===== config.mk =====
export PLATFORM = sky130hd
export DESIGN_NAME = tinker_decode
export DESIGN_NICKNAME = d
export VERILOG_FILES = /design/src/hw/tinker_pkg.sv /design/src/hw/tinker_decode.sv
export VERILOG_INCLUDE_DIRS = /design/src /design/src/hw
export SDC_FILE = /design/constraint.sdc
export NUM_CORES = 1
export LEC_CHECK = 0
export BUFFER_PORTS_ARGS = -buffer_cell sky130_fd_sc_hd__buf_2
export CAP_MARGIN = 20
export CORE_AREA = 2 2 201 203
export DETAILED_ROUTE_END_ITERATION = 12
export DIE_AREA = 0 0 203 205
export PLACE_DENSITY = 0.47
export SLEW_MARGIN = 20
export SYNTH_ARGS = -nofsm -noshare
export SYNTH_HDL_FRONTEND = slang
export SYNTH_SLANG_ARGS = --single-unit

===== constraint.sdc =====
create_clock -name vclk -period 5.7
set_clock_uncertainty 0.15 [all_clocks]
set_input_delay 0.285 -clock vclk [all_inputs]
set_output_delay 0.285 -clock vclk [all_outputs]
set_load 0.01 [all_outputs]

===== src/hw/tinker_consts.svh =====
`ifndef TINKER_CONSTS_SVH
`define TINKER_CONSTS_SVH

// datapath widths
`define TINKER_XLEN      64
`define TINKER_ILEN      32
`define TINKER_NREGS     32
`define TINKER_RIDX_W    5
`define TINKER_LIT_W     12

// instruction fields: opcode 31:27, rd 26:22, rs 21:17, rt 16:12, L 11:0
`define TINKER_OP_MSB    31
`define TINKER_RD_MSB    26
`define TINKER_RS_MSB    21
`define TINKER_RT_MSB    16

// unified byte memory, control register sits just above it
`define TINKER_MEM_BYTES 4096
`define TINKER_PC_RESET  32'h0000_0100
`define TINKER_CTRL_ADDR 32'h0000_1000

// mov r0, r0 (opcode 0x11, all fields zero)
`define TINKER_NOP_WORD  32'h8800_0000

`endif


===== src/hw/tinker_pkg.sv =====
`default_nettype none

`include "tinker_consts.svh"

package tinker_pkg;

    typedef enum logic [4:0] {
        op_and    = 5'h00,
        op_or     = 5'h01,
        op_xor    = 5'h02,
        op_not    = 5'h03,
        op_shftr  = 5'h04,
        op_shftri = 5'h05,
        op_shftl  = 5'h06,
        op_shftli = 5'h07,
        op_br     = 5'h08,  // pc = rd
        op_brr_rd = 5'h09,  // pc += rd
        op_brr_l  = 5'h0a,  // pc += sext(L)
        op_brnz   = 5'h0b,
        op_brgt   = 5'h0e,
        op_halt   = 5'h0f,
        op_load   = 5'h10,  // mov rd, (rs)(L)
        op_mov    = 5'h11,
        op_movl   = 5'h12,  // mov rd, L
        op_store  = 5'h13,  // mov (rd)(L), rs
        op_add    = 5'h18,
        op_addi   = 5'h19,
        op_sub    = 5'h1a,
        op_subi   = 5'h1b
    } opcode_e;

    typedef struct packed {
        logic reg_write;
        logic mem_read;
        logic mem_write;
        logic is_branch;  // real branches only, halt is separate
        logic halt;
    } ctrl_t;

    typedef struct packed {
        ctrl_t                     ctrl;
        opcode_e                   opcode;
        logic [`TINKER_RIDX_W-1:0] rd;
        logic [`TINKER_RIDX_W-1:0] rs;
        logic [`TINKER_RIDX_W-1:0] rt;
        logic [`TINKER_LIT_W-1:0]  lit;
        logic [`TINKER_XLEN-1:0]   rd_val;
        logic [`TINKER_XLEN-1:0]   rs_val;
        logic [`TINKER_XLEN-1:0]   rt_val;
    } idex_t;

    typedef struct packed {
        ctrl_t                     ctrl;
        logic [`TINKER_XLEN-1:0]   alu_result;  // also the load/store address
        logic [`TINKER_XLEN-1:0]   store_data;
        logic [`TINKER_RIDX_W-1:0] rd;
    } exmem_t;

    typedef struct packed {
        ctrl_t                     ctrl;
        logic [`TINKER_XLEN-1:0]   wb_data;  // load data or alu result, already picked
        logic [`TINKER_RIDX_W-1:0] rd;
    } memwb_t;

    typedef enum logic [1:0] {
        from_regfile,
        from_exmem,
        from_memwb
    } fwd_sel_e;

    typedef struct packed {
        logic        psel;
        logic        penable;
        logic        pwrite;
        logic [31:0] paddr;
        logic [31:0] pwdata;
    } apb_req_t;

    typedef struct packed {
        logic [31:0] prdata;
        logic        pready;
        logic        pslverr;
    } apb_rsp_t;

endpackage

`default_nettype wire


===== src/hw/tinker_decode.sv =====
`default_nettype none

`include "tinker_consts.svh"

module tinker_decode import tinker_pkg::*; (
    input  wire logic [`TINKER_ILEN-1:0] instr,
    input  wire logic [31:0]             pc,
    input  wire logic [`TINKER_XLEN-1:0] rd_val,
    input  wire logic [`TINKER_XLEN-1:0] rs_val,
    input  wire logic [`TINKER_XLEN-1:0] rt_val,
    output idex_t                        fields,
    output logic                         take_branch,
    output logic [31:0]                  branch_target
);
    opcode_e                  op;
    logic [`TINKER_LIT_W-1:0] lit;

    assign op  = opcode_e'(instr[`TINKER_OP_MSB -: 5]);  // unknown codes fall to default
    assign lit = instr[`TINKER_LIT_W-1:0];

    // fields and control, register values are filled in by the core
    always_comb begin
        fields        = '0;
        fields.opcode = op;
        fields.rd     = instr[`TINKER_RD_MSB -: `TINKER_RIDX_W];
        fields.rs     = instr[`TINKER_RS_MSB -: `TINKER_RIDX_W];
        fields.rt     = instr[`TINKER_RT_MSB -: `TINKER_RIDX_W];
        fields.lit    = lit;
        case (op)
            op_add, op_addi, op_sub, op_subi,
            op_and, op_or, op_xor, op_not,
            op_shftr, op_shftri, op_shftl, op_shftli,
            op_mov, op_movl:
                fields.ctrl.reg_write = 1'b1;
            op_load: begin
                fields.ctrl.reg_write = 1'b1;
                fields.ctrl.mem_read  = 1'b1;
            end
            op_store:
                fields.ctrl.mem_write = 1'b1;
            op_br, op_brr_rd, op_brr_l, op_brnz, op_brgt:
                fields.ctrl.is_branch = 1'b1;
            op_halt:
                fields.ctrl.halt = 1'b1;
            default: ;  // fp, mul/div, call/return: nop
        endcase
    end

    // early resolution in ID, one slot squashed by the core
    always_comb begin
        take_branch   = 1'b0;
        branch_target = pc + 32'd4;
        case (op)
            op_br: begin
                take_branch   = 1'b1;
                branch_target = rd_val[31:0];
            end
            op_brr_rd: begin
                take_branch   = 1'b1;
                branch_target = pc + rd_val[31:0];
            end
            op_brr_l: begin
                take_branch   = 1'b1;
                branch_target = pc + {{(32-`TINKER_LIT_W){lit[`TINKER_LIT_W-1]}}, lit};
            end
            op_brnz: begin
                take_branch   = rs_val != '0;
                branch_target = rd_val[31:0];
            end
            op_brgt: begin
                take_branch   = $signed(rs_val) > $signed(rt_val);
                branch_target = rd_val[31:0];
            end
            op_halt: begin
                take_branch   = 1'b1;  // spin on itself
                branch_target = pc;
            end
            default: ;
        endcase
    end

endmodule

`default_nettype wire


# Word level (Yosys, flattened, before mapping)
# Index checks and enable logic that the tools add are counted.
[word_totals]
ff_bits = 0
inputBits = 256
[op_classes]
add_sub_neg = 3
magnitude_cmp = 1
n_eq_ne = 21
n_mux = 7
reduce_logical = 6
[ops]
columns = ["operator", "count"]
rows = [
  ["$pmux W32 S4", 1],
  ["$add A32 B32 Y32", 2],
  ["$gt A64 B64 Y1", 1],
  ["$reduce_bool A64 Y1", 1],
  ["$eq A5 B5 Y1 const B", 8],
  ["$add A32 B3 Y32 const B", 1],
  ["$eq A5 B4 Y1 const B", 6],
  ["$eq A5 B3 Y1 const B", 4],
  ["$reduce_or A15 Y1", 1],
  ["$eq A5 B2 Y1 const B", 2],
  ["$eq A5 B1 Y1 const B", 1],
  ["$logic_not A5 Y1", 1],
  ["$mux W1", 5],
  ["$reduce_or A5 Y1", 1],
  ["$reduce_or A4 Y1", 1],
  ["$pmux W1 S3", 1],
  ["$reduce_or A3 Y1", 1],
]

# Longest topological paths before layout
# Gate-level depths: netlist of run 1.
[logic_depth]
depth_word = 3
ltp_mapped = 15
depth_no_buf = 14

# Worst setup path after synthesis of run 1
# Ideal clock, no wire load.
[synth_path]
path_type = "input-to-output"
start = "in instr[29]"
end = "out branch_target[22]"
t_arrival_ps = 3499
t_required_ps = 5265
slack_ps = 1766
path_stages = 15
n_path_buf = 2
cell_sequence = "nor3b_1 nand3b_1 nor2_1 clkbuf_1 a21o_1 ha_1 buf_4 a2111oi_2 o221ai_1 nand2_1 nand3_2 a22o_4 or4b_1 o211ai_1 a21o_1"
[synth_via]
elab_chain_cells = 3
[synth_lines]
columns = ["item", "line_no", "source"]
rows = [
  ["start: declaration", "tinker_decode.sv:6", "input wire logic [`TINKER_ILEN-1:0] instr,"],
  ["$eq A5 B4 Y1", "tinker_decode.sv:53", "case (op)"],
  ["$reduce_or A3 Y1 (no source line)", "--", ""],
  ["$pmux W32 S4 (*)", "tinker_decode.sv:53", ""],
  ["end: declaration", "tinker_decode.sv:13", "output logic [31:0] branch_target"],
]
# Mark *: on every way between the ends. The rest lies on a longest branch, timed or not.

# Worst setup path in the final report of run 1
[layout_path]
start = "in instr[29]"
end = "out branch_target[28]"
# The elaborated chain is that of the path after synthesis.

==> flow_summary.toml, run 1 <==
[status]
status = "completed"

[cells_and_area]
final_cells = 1726
seq_cell_count = 0
area_delta_synth_final_pct = 14.0
nNetsFinal = 1555
drive_gt1_share_pct = 25.6
ff_latch_area_um2 = 0
postLayoutCellArea_um2 = 7780
n_clock_buffer = 0
num-fill-cells = 4539

[routing]
first_iter_violations = 250
num_vias = 7273
top_layer = "met5"
routed_via_density = 4.21
avgRoutedWirePerCell_um = 15.5
wl_met2_um = 13500
antenna_left = 0
wirelength_um = 26800
wl_met3_um = 2180
drc = 0
first_pass_iters = 5
wl_met1_um = 10300

[logic_synthesis]
yosysUniqueCellTypes = 69
syn_inst = 990
synth.mux.area_fraction_pct = 2.55
synthXorXnorAreaFrac_pct = 4.36
synth.largest_area_cell = "buf_4"
ys_warn_count = 0
yosys.area_share.simple_pct = 17.5
synth_top_family_by_area = "buffers and inverters"
synthTopCellsByArea = "buf_4 25%, ha_1 18%, a21oi_1 5.2%, a21o_1 5.2%, inv_1 4.6%"
synthAdderAreaFrac_pct = 17.9
synth_area_um2 = 6820
synth.avg_cell_area_um2 = 6.89
synth_seq_area_share_pct = 0
synth_compound_area_share_pct = 26.3
yosysTopAreaCellShare_pct = 24.9

[power]
p_clk_share_pct = 0
comb_power_share_pct = 100.0
p_switching_w = 0.000385
peakVddDrop_uv = 23.0
power_frac_seq_pct = 0
p_sw_share_pct = 61.1
p_int_w = 0.000246
p_per_area_nw_per_um2 = 81.1
p_leak_nw = 4.20
fin_total_pwr_w = 0.000631

[worst_setup_path]
cp.arrival_ps = 4490
worstSetupPathType = "input pin to output port"
endpoint_kind = "output port"
cp_max_fo = 15
cp-start-kind = "input pin"
required_ps = 5270

[clock_tree]
cts_hold_buf = 0
post_cts_buffers = 0
ctsResizeCount = 0

[timing]
finalSetupViolCount = 0
rsz0062_at_grt = "no"
period_needed_ps = 4930
max-slew-margin-rel_pct = 22.3
worst_pin_slew_ps = 1160
post-route-period-util_pct = 86.5
fin_setup_tns_ps = 0
final_hold_viol_count = 0
clock.fmax_mhz = 203
slew_violations = 0

[die]
dieArea_um2 = 41600
io_pins = 518
die_w_um = 203
initial_utilization_pct = 17.3
die_h_um = 205
core_area_um2 = 39400
rows = 73

[flow_run]
max_cap_violations = 0

[placement]
place_inst = 1725
portBuffers = 264
placed_area_um2 = 7770
gp_congestion = 0.875
dp_hpwl_um = 23500

[global_route]
grt_overflow = 0
grt_pass1_vias = 7033
grt_pass1_wl_um = 39200
grt_use_total_pct = 12.0
grt_max_degree = 29
antenna_found_initial = 8

[hold_path]
hold_path.class = "input pin to output port"
routing by layer:
layer / vias to the layer above / GRT usage (%)
met5: - / 0
met3: 49 / 2.50
met2: 351 / 22.7
met1: 3309 / 13.5
li1: 3550 / -
met4: 14 / 3.42
cell usage after synthesis (3+ instances only):
cell type  number
a211o_1         5
a211oi_1        9
a21o_1         47
a21oi_1        71
a221o_1         4
a221oi_1        8
a222oi_1       10
a22oi_1         3
a31oi_1         8
and3_1          9
buf_4         226
clkbuf_1       22
ha_1           96
inv_1          84
mux2_2         11
mux2i_1         5
nand2_1        67
nand2b_1        4
nand3_1        20
nand4_1        22
nor2_1         47
nor2b_1         5
nor3_1         18
nor3b_1         4
nor4_1         19
o211ai_1        7
o21a_1          4
o21ai_0        59
o21ai_1         3
o221ai_1        5
o31ai_1         3
or3_1           4
xnor2_1        12
xor2_1         22
cells in the final DEF (no fill, tap or decap), drive strengths merged, types with 20 or more instances in the layout:
| cell | netlist | layout |
|---|---|---|
| nor2 | 47 | 47 |
| o21ai | 62 | 62 |
| inv | 84 | 84 |
| a21oi | 72 | 72 |
| a21o | 49 | 49 |
| conb | 1 | 192 |
| nand4 | 22 | 22 |
| ha | 96 | 96 |
| nor4 | 20 | 20 |
| nand2 | 69 | 69 |
| nand3 | 21 | 21 |
| xor2 | 22 | 22 |
| buf | 229 | 272 |
cells by family (layout without fill, tap and decap cells):
family	count (synthesis)	in the layout
compound gates	268	268
mux	16	16
buf+inv	337	356
fa+ha+maj	97	97
other cells	1	193
xor+xnor	34	34
simple gates	237	237
power groups by stage:
stage	logic (W)	registers (W)	clock network, W
2_1_floorplan	0.000516	0	0
3_3_place_gp	0.000629	0	0
3_5_place_dp	0.000632	0	0
4_1_cts	0.000635	0	0
5_1_grt	0.000714	0	0
6_report	0.000631	0	0.0000000000235
per-stage QoR:
step           util, %  hold slack (ps)  setup slack, ps
2_1_floorplan        -              474             1770
3_3_place_gp      19.7              420              634
3_5_place_dp      19.7              420              619
4_1_cts           19.7              420              623
5_1_grt           19.7              420              381
6_report          19.8              420              772
layout make-up:
cell class         count  area (µm²)  share of cell area (%)
multi-input cells    844        5420                    69.7
repair buffers       272        1380                    17.8
well taps            525         657                    8.45
inverters             84         315                    4.05
diodes                 1        2.50                  0.0322
worst max-delay path, cell delays in order:
cell	delay, ps
buf_2	140
nor3b_1	400
nand3b_1	510
buf_4	400
a21o_1	200
ha_1	430
nand2_2	90
or4_4	550
a211o_1	250
nand3_2	140
a22o_4	200
a21oi_2	70
or4_1	480
nand3_1	160
buf_2	160
final timing paths:
check,start,endpoint,slack (ps),cells after the start
max,instr[29],branch_target[28],770,15
min,instr[12],fields[204],420,0
(Power assumes the default switching activity.)
==> run 2: changes to the inputs <==
--- a/config.mk
+++ b/config.mk
@@ -6,12 +6,13 @@
 export SDC_FILE = /design/constraint.sdc
 export NUM_CORES = 1
 export LEC_CHECK = 0
+export ABC_AREA = 1
 export BUFFER_PORTS_ARGS = -buffer_cell sky130_fd_sc_hd__buf_2
 export CAP_MARGIN = 20
-export CORE_AREA = 2 2 201 203
+export CORE_AREA = 2 2 202 204
 export DETAILED_ROUTE_END_ITERATION = 12
-export DIE_AREA = 0 0 203 205
-export PLACE_DENSITY = 0.47
+export DIE_AREA = 0 0 204 206
+export PLACE_DENSITY = 0.48
 export SLEW_MARGIN = 20
 export SYNTH_ARGS = -nofsm -noshare
 export SYNTH_HDL_FRONTEND = slang
==> flow_summary.toml, run 2 <==
[status]
status = "completed"

[worst_setup_path]
worstPathBufferInverterCount = 7
max_stage_delay_ps = 380
cp.arrival_ps = 3940
worstPathCellList = "buf_2, inv_1, nand2_1, nor2_1, inv_1, nor2_4, inv_1, o21ai_0, inv_1, fa_1, inv_1, nand2_1, a21oi_1, nand2_1, nand2_1, nand3_1, nand2_1, nand3_1, nand2_1, nand2_1, nand3_1, nand3_1, buf_2"
endpoint_kind = "output port"
startpoint = "instr[31]"
crit_slowest_cell = "fa_1"
cp-start-kind = "input pin"
cp_common_cell = "nand2_1"
required_ps = 5270
critPathTopFamily = "simple AND/OR/NAND/NOR gates"
cp_max_fo = 12
worstSetupPathType = "input pin to output port"

[die]
core_area_um2 = 40200
dieArea_um2 = 42000
rows = 74
io_pins = 518
die_w_um = 204
die_h_um = 206
initial_utilization_pct = 18.1

[hold_path]
hold_path.class = "input pin to output port"
hold_path.startpoint = "instr[15]"

[timing]
finalSetupViolCount = 0
post-route-period-util_pct = 76.8
slew_violations = 0
final_hold_viol_count = 0
max-slew-margin-rel_pct = 49.5
whs_ps = 420
worst_pin_slew_ps = 755
rsz0062_at_grt = "no"
fin_setup_tns_ps = 0
clock.fmax_mhz = 228
period_needed_ps = 4380

[logic_synthesis]
synthTopCellsByArea = "buf_4 23%, ha_1 16%, nand2_1 14%, inv_1 8.7%, nand3_1 5.9%"
yosysMostFrequentCell = "nand2_1"
syn_inst = 1257
ys_warn_count = 0
synth_area_um2 = 7280
yosys-top-cells-count = "271 x nand2_1, 224 x buf_4, 168 x inv_1"
yosysTopAreaCellShare_pct = 23.1
yosysUniqueCellTypes = 37
synth.avg_cell_area_um2 = 5.79
synth.largest_area_cell = "buf_4"
synth_seq_area_share_pct = 0

[clock_tree]
ctsResizeCount = 0
cts_hold_buf = 0
post_cts_buffers = 0

[routing]
wirelength_um = 31800
first_iter_violations = 556
num_vias = 8481
drc = 0
avgRoutedWirePerCell_um = 15.8
antenna_left = 0
routed_via_density = 4.21
first_pass_iters = 5

[global_route]
grt_pass1_wl_um = 45300
grt_max_degree = 33
grt_overflow = 0
grt_use_total_pct = 14.1
grt_pass1_vias = 7754
antenna_found_initial = 11

[placement]
placed_area_um2 = 8270
dp_hpwl_um = 28400
portBuffers = 264
gp_congestion = 0.971

[cells_and_area]
layout_common_cells = "271 x nand2_1, 264 x buf_2, 192 x conb_1"
ff_latch_area_um2 = 0
seq_cell_count = 0
area_delta_synth_final_pct = 13.8
drive_gt1_share_pct = 19.6
layout_commonest_cell = "nand2_1"
n_clock_buffer = 0
nNetsFinal = 1831
postLayoutCellArea_um2 = 8290

[power]
p_per_area_nw_per_um2 = 82.2
p_leak_nw = 4.74
peakVddDrop_uv = 23.6

[flow_run]
max_cap_violations = 0
## run 2: cell types whose count changed in the layout (fill, tap and decap cells not counted), sizes merged, moves of 7 or more
| cell | delta |
|---|---|
| and3 | -8 |
| a221oi | -8 |
| inv | +84 |
| a22oi | +26 |
| nor2 | +48 |
| nand3 | +66 |
| a211oi | -8 |
| xor2 | -10 |
| a31oi | -7 |
| a222oi | -10 |
| mux2 | -11 |
| a21o | -44 |
| nand2 | +205 |
## run 2: power breakdown
| group | switching [W] | internal (W) |
|---|---|---|
| Combinational | 0.000451 | 0.000231 |
| Clock | 0 | 0.000000000141 |
| Sequential | 0 | 0 |
| Total | 0.000451 | 0.000231 |
## run 2: worst paths after layout
path / endpoint / depth (start not counted)
worst max-delay path: branch_target[22] / 23
worst min-delay path: fields[207] / 0
## run 2: per-stage QoR
step	util, %	setup WS, ps	cells	power (W)
2_1_floorplan	-	2450	1448	0.000521
3_3_place_gp	20.6	1320	2008	0.000672
3_5_place_dp	20.6	1300	2008	0.000674
4_1_cts	20.6	1300	2008	0.000678
5_1_grt	20.6	913	2012	0.000762
6_report	20.6	1320	2014	0.000682
## run 2: final cells by class
type	instances	area, µm²
diodes	6	15.0
fillers	4744	31900
inverters	168	631
multi-input cells	1039	5620
well taps	532	666
repair buffers	269	1360
## run 2: logic make-up after synthesis
kind of cell               after synthesis  share of synthesized area [%]
and+or+nand+nor                        529                           32.0
xor gates and xnor gates                26                           3.13
AOI/OAI and AO/OA                      195                           15.3
buffers and inverters                  409                           32.7
other                                    1                         0.0515
adders and majority gates               97                           16.8
## run 2: layer usage
| layer | part of all wire (%) | track usage [%] |
|---|---|---|
| met2 | 45 | 23.1 |
| met4 | 3.4 | 4.74 |
| met5 | 0.17 | 0 |
| met1 | 44 | 18.7 |
| met3 | 6.7 | 2.22 |
