==> src/hw/tinker_consts.svh <==
`ifndef TINKER_CONSTS_SVH
`define TINKER_CONSTS_SVH

// datapath widths
`define TINKER_XLEN      64
`define TINKER_ILEN      32
`define TINKER_NREGS     32
`define TINKER_RIDX_W    5
`define TINKER_LIT_W     12

// instruction fields: opcode 31:27, rd 26:22, rs 21:17, rt 16:12, L 11:0
`define TINKER_OP_MSB    31
`define TINKER_RD_MSB    26
`define TINKER_RS_MSB    21
`define TINKER_RT_MSB    16

// unified byte memory, control register sits just above it
`define TINKER_MEM_BYTES 4096
`define TINKER_PC_RESET  32'h0000_0100
`define TINKER_CTRL_ADDR 32'h0000_1000

// mov r0, r0 (opcode 0x11, all fields zero)
`define TINKER_NOP_WORD  32'h8800_0000

`endif

==> src/hw/tinker_pkg.sv <==
`default_nettype none

`include "tinker_consts.svh"

package tinker_pkg;

    typedef enum logic [4:0] {
        op_and    = 5'h00,
        op_or     = 5'h01,
        op_xor    = 5'h02,
        op_not    = 5'h03,
        op_shftr  = 5'h04,
        op_shftri = 5'h05,
        op_shftl  = 5'h06,
        op_shftli = 5'h07,
        op_br     = 5'h08,  // pc = rd
        op_brr_rd = 5'h09,  // pc += rd
        op_brr_l  = 5'h0a,  // pc += sext(L)
        op_brnz   = 5'h0b,
        op_brgt   = 5'h0e,
        op_halt   = 5'h0f,
        op_load   = 5'h10,  // mov rd, (rs)(L)
        op_mov    = 5'h11,
        op_movl   = 5'h12,  // mov rd, L
        op_store  = 5'h13,  // mov (rd)(L), rs
        op_add    = 5'h18,
        op_addi   = 5'h19,
        op_sub    = 5'h1a,
        op_subi   = 5'h1b
    } opcode_e;

    typedef struct packed {
        logic reg_write;
        logic mem_read;
        logic mem_write;
        logic is_branch;  // real branches only, halt is separate
        logic halt;
    } ctrl_t;

    typedef struct packed {
        ctrl_t                     ctrl;
        opcode_e                   opcode;
        logic [`TINKER_RIDX_W-1:0] rd;
        logic [`TINKER_RIDX_W-1:0] rs;
        logic [`TINKER_RIDX_W-1:0] rt;
        logic [`TINKER_LIT_W-1:0]  lit;
        logic [`TINKER_XLEN-1:0]   rd_val;
        logic [`TINKER_XLEN-1:0]   rs_val;
        logic [`TINKER_XLEN-1:0]   rt_val;
    } idex_t;

    typedef struct packed {
        ctrl_t                     ctrl;
        logic [`TINKER_XLEN-1:0]   alu_result;  // also the load/store address
        logic [`TINKER_XLEN-1:0]   store_data;
        logic [`TINKER_RIDX_W-1:0] rd;
    } exmem_t;

    typedef struct packed {
        ctrl_t                     ctrl;
        logic [`TINKER_XLEN-1:0]   wb_data;  // load data or alu result, already picked
        logic [`TINKER_RIDX_W-1:0] rd;
    } memwb_t;

    typedef enum logic [1:0] {
        from_regfile,
        from_exmem,
        from_memwb
    } fwd_sel_e;

    typedef struct packed {
        logic        psel;
        logic        penable;
        logic        pwrite;
        logic [31:0] paddr;
        logic [31:0] pwdata;
    } apb_req_t;

    typedef struct packed {
        logic [31:0] prdata;
        logic        pready;
        logic        pslverr;
    } apb_rsp_t;

endpackage

`default_nettype wire

==> src/hw/tinker_hazard.sv <==
`default_nettype none

`include "tinker_consts.svh"

module tinker_hazard import tinker_pkg::*; (
    input  wire idex_t  id_fields,
    input  wire idex_t  idex,
    input  wire exmem_t exmem,
    input  wire memwb_t memwb,
    output logic        stall,
    output fwd_sel_e    sel_rd,
    output fwd_sel_e    sel_rs,
    output fwd_sel_e    sel_rt
);
    logic load_use;
    logic branch_dep;

    // any of the three fields counts as a read, conservative
    function automatic logic reads(input idex_t f, input logic [`TINKER_RIDX_W-1:0] idx);
        return f.rd == idx || f.rs == idx || f.rt == idx;
    endfunction

    // newest producer wins
    function automatic fwd_sel_e pick(input exmem_t em, input memwb_t mw,
                                      input logic [`TINKER_RIDX_W-1:0] idx);
        if (em.ctrl.reg_write && em.rd == idx)
            return from_exmem;
        if (mw.ctrl.reg_write && mw.rd == idx)
            return from_memwb;
        return from_regfile;
    endfunction

    assign load_use = idex.ctrl.mem_read && reads(id_fields, idex.rd);

    // branch reads regs in ID, only EX/MEM alu results are forwarded there
    assign branch_dep = id_fields.ctrl.is_branch &&
                        ((idex.ctrl.reg_write && reads(id_fields, idex.rd)) ||
                         (exmem.ctrl.mem_read && reads(id_fields, exmem.rd)));

    assign stall = load_use || branch_dep;

    assign sel_rd = pick(exmem, memwb, idex.rd);
    assign sel_rs = pick(exmem, memwb, idex.rs);
    assign sel_rt = pick(exmem, memwb, idex.rt);

    always_comb begin
        assert final (!stall || idex.ctrl.reg_write || exmem.ctrl.reg_write)
            else $error("stall with no register write pending in EX or MEM");
    end

endmodule

`default_nettype wire

==> config.mk <==
export PLATFORM = sky130hd
export DESIGN_NAME = tinker_hazard
export DESIGN_NICKNAME = d
export VERILOG_FILES = /design/src/hw/tinker_pkg.sv /design/src/hw/tinker_hazard.sv
export VERILOG_INCLUDE_DIRS = /design/src /design/src/hw
export SDC_FILE = /design/constraint.sdc
export NUM_CORES = 1
export LEC_CHECK = 0
export BUFFER_PORTS_ARGS = -buffer_cell sky130_fd_sc_hd__buf_4
export CAP_MARGIN = 0
export CELL_PAD_IN_SITES_DETAIL_PLACEMENT = 0
export CELL_PAD_IN_SITES_GLOBAL_PLACEMENT = 1
export CORE_AREA = 2 2 261 263
export DETAILED_ROUTE_END_ITERATION = 6
export DIE_AREA = 0 0 263 265
export GPL_ROUTABILITY_DRIVEN = 0
export PLACE_DENSITY = 0.47
export RECOVER_POWER = 100
export SYNTH_ARGS = -nofsm -noshare
export SYNTH_HDL_FRONTEND = slang
export SYNTH_SLANG_ARGS = --single-unit
==> constraint.sdc <==
create_clock -name vclk -period 2.95
set_input_delay 0.59 -clock vclk [all_inputs]
set_output_delay 0.59 -clock vclk [all_outputs]
set_load 0.02 [all_outputs]
---- After elaboration in Yosys (flattened, before gate mapping) ----
Cells that the tools add are included.
storage, ports and cells
  register bits ........................... 0
  output and inout bits ................... 7
operators by class
  equal/unequal tests ..................... 12
  mux-type cells .......................... 21
  reductions and logical operators ........ 16
operators with widths
  cell                 count
  5-bit equality test  12
  2-bit two-way mux    12
  1-bit logical AND    10
  1-bit two-way mux    9
  1-bit logical OR     6

---- Longest topological paths before layout ----
Gate-level depths: netlist of the first run.
  depth after elaboration ................. 7
  mapped depth ............................ 6
  mapped depth without buffers ............ 5

---- Worst setup path after synthesis of the first run ----
OpenSTA, ideal clock, no wires.
  path type ............................... input -> output
  start point ............................. input port idex[216] (netlist bit)
  end point ............................... output port sel_rd[1]
  arrival time ............................ 1.569 ns
  path slack .............................. 0.791 ns
  stages on the path ...................... 5
  cells stage by stage .................... buf_2 > xor2_1 > nor4_1 > and3_1 > nor2_1
on the way
  cells in the longest elaborated chain, start to end .. 6
  elaborated cells between the ends (all ways) .. 10
  classes of those cells .................. eq/ne (2); mux (6); reduce/logical (2)
ends and longest elaborated chain
  what                             RTL line             RTL
  start: declaration               tinker_hazard.sv:7   input wire idex_t idex,
  5-bit equality test              tinker_hazard.sv:28  if (mw.ctrl.reg_write && mw.rd == idx)
  1-bit logical AND                tinker_hazard.sv:28
  1-bit two-way mux (2 in series)  tinker_hazard.sv:28
  2-bit two-way mux                tinker_hazard.sv:30  return from_regfile;
  2-bit two-way mux *              tinker_hazard.sv:28
  end: declaration                 tinker_hazard.sv:11  output fwd_sel_e sel_rd,
Every way passes the cells marked *; elsewhere a longest branch is shown, timed or not. The select of a mux whose other input is x is not followed.

---- Worst setup path after layout of the first run ----
  start point ............................. input port exmem[3] (netlist bit)
  end point ............................... output port stall
on the way
  cells in the longest elaborated chain, start to end .. 7
  elaborated cells between the ends (all ways) .. 9
  classes of those cells .................. eq/ne (3); reduce/logical (6)
ends and longest elaborated chain
  what                 RTL line             RTL
  start: declaration   tinker_hazard.sv:8   input wire exmem_t exmem,
  5-bit equality test  tinker_hazard.sv:20  return f.rd == idx || f.rs == idx || f.rt == idx;
  1-bit logical OR     tinker_hazard.sv:20
  1-bit logical OR *   tinker_hazard.sv:20
  1-bit logical AND *  tinker_hazard.sv:38  (exmem.ctrl.mem_read && reads(id_fields, exmem.rd)));
  1-bit logical OR *   tinker_hazard.sv:37  ((idex.ctrl.reg_write && reads(id_fields, idex.rd)) ||
  1-bit logical AND *  tinker_hazard.sv:36  assign branch_dep = id_fields.ctrl.is_branch &&
  1-bit logical OR *   tinker_hazard.sv:40  assign stall = load_use || branch_dep;
  end: declaration     tinker_hazard.sv:10  output logic stall,
Every way passes the cells marked *; elsewhere a longest branch is shown, timed or not.

==> flow_summary.ini, run 1 <==
[clock_tree]
postCtsResizedCells = 0
cts-hold-fix-buffers = 0
cts_post_setup_buffers_inserted = 0

[timing]
grt_setup_unrepaired = no
timing.setup.tns_ps = 0
timing.final.max_slew_violations = 0
timing.final.hold_violations = 0
max_slew.worst_pin.slew_ps = 513
fin_crit_ps = 2530
fraction_of_the_cycle_the_final_worst_path_needs_pct = 85.7
setup_viol_count_final = 0
final_ws_setup_ps = 421
max-slew-margin-rel_pct = 65.8
achievable-frequency_mhz = 395

[global_route]
grt_overflow_total = 0
grt_pass1_vias = 945
antenna_found_initial = 11
global_route.usage.total_pct = 1.67
grt_start_max_net_pins = 7
grt_first_pass_wirelength_mm = 7.83

[route]
detailedRoute.firstIterationViolations = 12
drc_markers = 0
drt_pre_antenna_iters = 4
wirelength_mm = 5.98
antenna_violating_nets_post_route = 0
detail_route.wl_per_cell_um = 5.89
detailroute.via_count = 856
detail_route.vias_per_cell = 0.843

[cells_and_area]
commonest_non_fill_non_tap_cells_in_the_layout = sky130_fd_sc_hd__buf_4 (47), sky130_fd_sc_hd__xor2_1 (42), sky130_fd_sc_hd__xnor2_1 (18)
sequential_cell_total = 0
post-route-cell-area_sq_um = 2170
register_area_sq_um = 0
nets = 815
area_growth_from_synthesis_to_layout_pct = 176
final_layout_size_suffix_gt1_share_pct = 34.3
antenna-diode-count = 0
finish.utilization_pct = 3.25
layout.cells.most_common = sky130_fd_sc_hd__buf_4
num-clock-buffers = 0

[floorplanning]
io_pins = 677
dieHeight_um = 265
die-area_sq_um = 69700
start_util_pct = 1.18
core_box_area_sq_um = 66800
die-width_um = 263
rows = 95

[synth]
synth-warning-count = 0
syn_avg_cell_area_sq_um = 7.87
yosysSeqAreaShare_pct = 0
netlist_area_sq_um = 787
synth_nets = 770
synth.distinct_cells = 15
post_synthesis_instance_total = 100
yosys.area.top_type_share_pct = 46.7
cell_accounting_for_the_most_synthesized_area = sky130_fd_sc_hd__xor2_1
synth_top_area_cells = sky130_fd_sc_hd__xor2_1 (47%), sky130_fd_sc_hd__xnor2_1 (20%), sky130_fd_sc_hd__buf_6 (7.2%)

[pwr]
leakage_nw = 0.506
worst_ir_drop_vdd_v = 0.0000482
power.share.sequential_pct = 0
p_comb_share_pct = 100.0
total_power_uw = 167
power_report.internal_total_uw = 85.8
p_sw_uw = 81.6
power_switching_share_pct = 48.7
total_power_density_per_cell_area_nw_per_um2 = 77.0
power.share.clock_pct = 0

[hold_path]
timing.hold.worst_endpoint = sel_rt[1]
min-delay-path-class = input port to output pin
min_delay_path_depth = 4
hp-start = memwb[73]

[placed_design]
io_buffers = 53
post-place-ws_ps = 643
dpl_cell_area_sq_um = 2200
post-dp-hpwl_mm = 5.58

[setup_path]
timing.setup.critical_path_class = input port to output pin
crit_required_ps = 2360
critical_path_arrival_ps = 1940
cp-end-kind = output pin
worstSetupStartpointType = input port
worst-path-max-fanout = 6

[job]
max_cap_violations = 0

[status]
outcome = finished, final reports clean
critical path, stage by stage:
cell	delay, ps
sky130_fd_sc_hd__clkbuf_1	380
sky130_fd_sc_hd__xnor2_1	190
sky130_fd_sc_hd__nand4_1	120
sky130_fd_sc_hd__nor3_1	200
sky130_fd_sc_hd__a31oi_1	70
sky130_fd_sc_hd__o2111ai_1	130
sky130_fd_sc_hd__clkbuf_1	260
metrics by stage:
step	hold WS, ps	cells
floorplan	1310	100
global placement	1560	1016
detailed placement	1550	1016
CTS	1550	1016
global route	1560	1016
finish	1550	1016
synth_stat cells:
cell / instances
sky130_fd_sc_hd__a21o_1: 1
sky130_fd_sc_hd__a31oi_1: 2
sky130_fd_sc_hd__and3_1: 3
sky130_fd_sc_hd__buf_2: 5
sky130_fd_sc_hd__buf_6: 5
sky130_fd_sc_hd__nand2_1: 1
sky130_fd_sc_hd__nand3_1: 6
sky130_fd_sc_hd__nand4_1: 1
sky130_fd_sc_hd__nor2_1: 3
sky130_fd_sc_hd__nor3_1: 1
sky130_fd_sc_hd__nor3_2: 2
sky130_fd_sc_hd__nor4_1: 9
sky130_fd_sc_hd__o2111ai_1: 1
sky130_fd_sc_hd__xnor2_1: 18
sky130_fd_sc_hd__xor2_1: 42
kinds of logic (layout without fill, tap and decap cells):
group | count (synthesis) | after routing | synth area share (%)
compound gates | 4 | 4 | 3.66
xor+xnor | 60 | 60 | 66.8
buf+inv | 10 | 53 | 10.3
simple gates | 26 | 26 | 19.2
per-layer routing:
| metal | up-vias | part of all wire (%) | track usage (%) |
|---|---|---|---|
| li1 | 419 | - | - |
| met1 | 367 | 69 | 3.40 |
| met2 | 70 | 25 | 1.59 |
| met3 | 0 | 5.8 | 0.121 |
| met4 | 0 | 0 | 0 |
| met5 | - | 0 | 0 |
worst max path at each step:
stage / start / to / slack [ps] / cells after the start
floorplan: idex[216] / sel_rd[1] / 790 / 5
global placement: exmem[2] / stall / 620 / 7
detailed placement: exmem[2] / stall / 640 / 7
CTS: exmem[2] / stall / 630 / 7
global route: exmem[3] / stall / 300 / 7
finish: exmem[3] / stall / 420 / 7
power by group through the flow:
stage | Clock, mW | Sequential (mW) | Combinational [mW]
2_1_floorplan | 0 | 0 | 0.0946
3_3_place_gp | 0 | 0 | 0.174
3_5_place_dp | 0 | 0 | 0.174
4_1_cts | 0 | 0 | 0.175
5_1_grt | 0 | 0 | 0.185
6_report | 0 | 0 | 0.167
final cells by class:
| cell class | instances | area (sq um) |
|---|---|---|
| fill | 8013 | 64600 |
| multi-input combinational | 90 | 706 |
| tap | 873 | 1090 |
| timing repair buffer | 53 | 375 |
No activity file was read; power rests on OpenSTA's default activity.
==> inputs of run 2 (changes only) <==
--- a/config.mk
+++ b/config.mk
@@ -6,13 +6,14 @@
 export SDC_FILE = /design/constraint.sdc
 export NUM_CORES = 1
 export LEC_CHECK = 0
+export ABC_AREA = 1
 export BUFFER_PORTS_ARGS = -buffer_cell sky130_fd_sc_hd__buf_4
 export CAP_MARGIN = 0
 export CELL_PAD_IN_SITES_DETAIL_PLACEMENT = 0
 export CELL_PAD_IN_SITES_GLOBAL_PLACEMENT = 1
-export CORE_AREA = 2 2 261 263
+export CORE_AREA = 2 2 260 262
 export DETAILED_ROUTE_END_ITERATION = 6
-export DIE_AREA = 0 0 263 265
+export DIE_AREA = 0 0 262 264
 export GPL_ROUTABILITY_DRIVEN = 0
 export PLACE_DENSITY = 0.47
 export RECOVER_POWER = 100
==> flow_summary.ini, run 2 <==
[status]
outcome = finished, final reports clean

[cells_and_area]
layoutNonFillerInstCount = 1113
antenna-diode-count = 0
layout.cells.most_common = sky130_fd_sc_hd__nand2_1
sequential_cell_total = 0
num-fill-cells = 7992
multi_input_logic_area_sq_um = 777
num-clock-buffers = 0
nets = 912
commonest_non_fill_non_tap_cells_in_the_layout = sky130_fd_sc_hd__nand2_1 (81), sky130_fd_sc_hd__buf_4 (48), sky130_fd_sc_hd__inv_1 (30)
register_area_sq_um = 0
final_layout_size_suffix_gt1_share_pct = 20.8
area_growth_from_synthesis_to_layout_pct = 153

[timing]
max_slew.worst_pin.slew_ps = 265
grt_setup_unrepaired = no
timing.final.hold_violations = 0
fin_crit_ps = 2390
achievable-frequency_mhz = 418
setup_viol_count_final = 0
fraction_of_the_cycle_the_final_worst_path_needs_pct = 81.0
max-slew-margin-rel_pct = 82.3
timing.final.max_slew_violations = 0
timing.setup.tns_ps = 0

[setup_path]
cp_cell_sequence = buf_4, inv_1, nand2_1, nand2_1, nor2_1, nand3_1, nand3_1, nand2_1, nand2_1, clkbuf_1
timing.setup.critical_path_class = input port to output pin
critical_path_arrival_ps = 1800
critical-path-top-delay-family = simple AND/OR/NAND/NOR gates
cp-end-kind = output pin
worstSetupStartpointType = input port
crit_required_ps = 2360
crit_path_frequent_cell = sky130_fd_sc_hd__nand2_1
critical_path.slowest_cell = sky130_fd_sc_hd__clkbuf_1
worst-path-buf-inv = 3
worst-path-max-fanout = 7
worst_path_largest_cell_delay_ps = 230

[route]
antenna_violating_nets_post_route = 0
detail_route.vias_per_cell = 1.15
detailedRoute.firstIterationViolations = 40
detail_route.wl_per_cell_um = 6.00
wirelength_mm = 6.68
detailroute.via_count = 1279
drt_pre_antenna_iters = 4
drc_markers = 0

[synth]
post_synthesis_instance_total = 193
synth.distinct_cells = 18
top_count_cell_post_synth = sky130_fd_sc_hd__nand2_1
post_synth_and_or_nand_nor_area_fraction_pct = 49.7
netlist_area_sq_um = 932
synth-xor-area-share_pct = 21.6
cell_accounting_for_the_most_synthesized_area = sky130_fd_sc_hd__nand2_1
yosysSeqAreaShare_pct = 0
yosys-mux-area-fraction_pct = 0
synth-warning-count = 0
post_synth_fa_ha_maj_area_fraction_pct = 0
main_combinational_cell_family_by_area_after_synthesis = simple AND/OR/NAND/NOR gates
synth_nets = 863
yosys.area.top_type_share_pct = 32.6
synth_common_cells = sky130_fd_sc_hd__nand2_1 (81), sky130_fd_sc_hd__inv_1 (29), sky130_fd_sc_hd__nor2_1 (20), sky130_fd_sc_hd__xnor2_1 (17), sky130_fd_sc_hd__a21oi_1 (9)
synth_top_area_cells = sky130_fd_sc_hd__nand2_1 (33%), sky130_fd_sc_hd__xnor2_1 (16%), sky130_fd_sc_hd__inv_1 (12%)
syn_avg_cell_area_sq_um = 4.83
synth-compound-area-share_pct = 12.3

[pwr]
total_power_density_per_cell_area_nw_per_um2 = 80.0
leakage_nw = 0.778
worst_ir_drop_vdd_v = 0.0000351

[global_route]
grt_first_pass_wirelength_mm = 9.43
antenna_found_initial = 10
grt_start_max_net_pins = 9
grt_overflow_total = 0
grt_pass1_vias = 1334
global_route.usage.total_pct = 1.93

[placed_design]
io_buffers = 53
post-dp-hpwl_mm = 6.31
placed_cells = 1113

[floorplanning]
die-area_sq_um = 69200
io_pins = 677
dieHeight_um = 264
rows = 95
core_box_area_sq_um = 66600
die-width_um = 262
start_util_pct = 1.40

[clock_tree]
postCtsResizedCells = 0
cts_post_setup_buffers_inserted = 0
cts-hold-fix-buffers = 0

[hold_path]
min-delay-path-class = input port to output pin

[job]
max_cap_violations = 0
==> run 2: kinds of logic after synthesis <==
group                  after synthesis
AND/OR/NAND/NOR                    116
AO/OA/AOI/OAI                       18
buffers and inverters               36
XOR/XNOR                            23
==> run 2: worst paths after layout <==
kind / cells after the start / startpoint / to
worst max-delay path: 10 / exmem[0] / stall
worst min-delay path: 4 / memwb[73] / sel_rs[1]
==> run 2: through the flow <==
step                      power [mW]  instance area, sq um  hold slack (ps)  util [%]  setup WS, ps
after CTS                      0.197                  2380             1560      3.58           572
after global routing           0.217                  2360             1620      3.55           343
after global placement         0.196                  2380             1560      3.58           557
after detailed placement       0.196                  2380             1560      3.58           576
final                          0.189                  2360             1590      3.55           560
after floorplan                0.101                   932             1340         -           852
==> run 2: final cells by class <==
| cell class | count | area share (%) |
|---|---|---|
| multi-input combinational | 157 | 32.9 |
| inverter | 30 | 4.77 |
| tap | 873 | 46.3 |
| timing repair buffer | 53 | 16.1 |
==> run 2: power by group <==
| part | leakage, nW | switching, mW | internal [mW] |
|---|---|---|---|
| Combinational | 0.778 | 0.101 | 0.0878 |
| Sequential | 0 | 0 | 0 |
| Clock | 0 | 0 | 0 |
==> run 2: tightest hold or removal path, delay by kind of cell <==
kind                   cells  cell delay, ps
and+or+nand+nor            2             120
buffers and inverters      2             280
==> run 2: metal layers <==
| metal | part of all wire, % | routed length (um) | global-route usage [%] | up-vias |
|---|---|---|---|---|
| li1 | - | - | - | 686 |
| met1 | 60 | 4030 | 3.37 | 517 |
| met2 | 29 | 1960 | 2.23 | 68 |
| met3 | 9.9 | 663 | 0.614 | 4 |
| met4 | 0.13 | 9 | 0 | 4 |
| met5 | 0.27 | 18 | 0 | - |
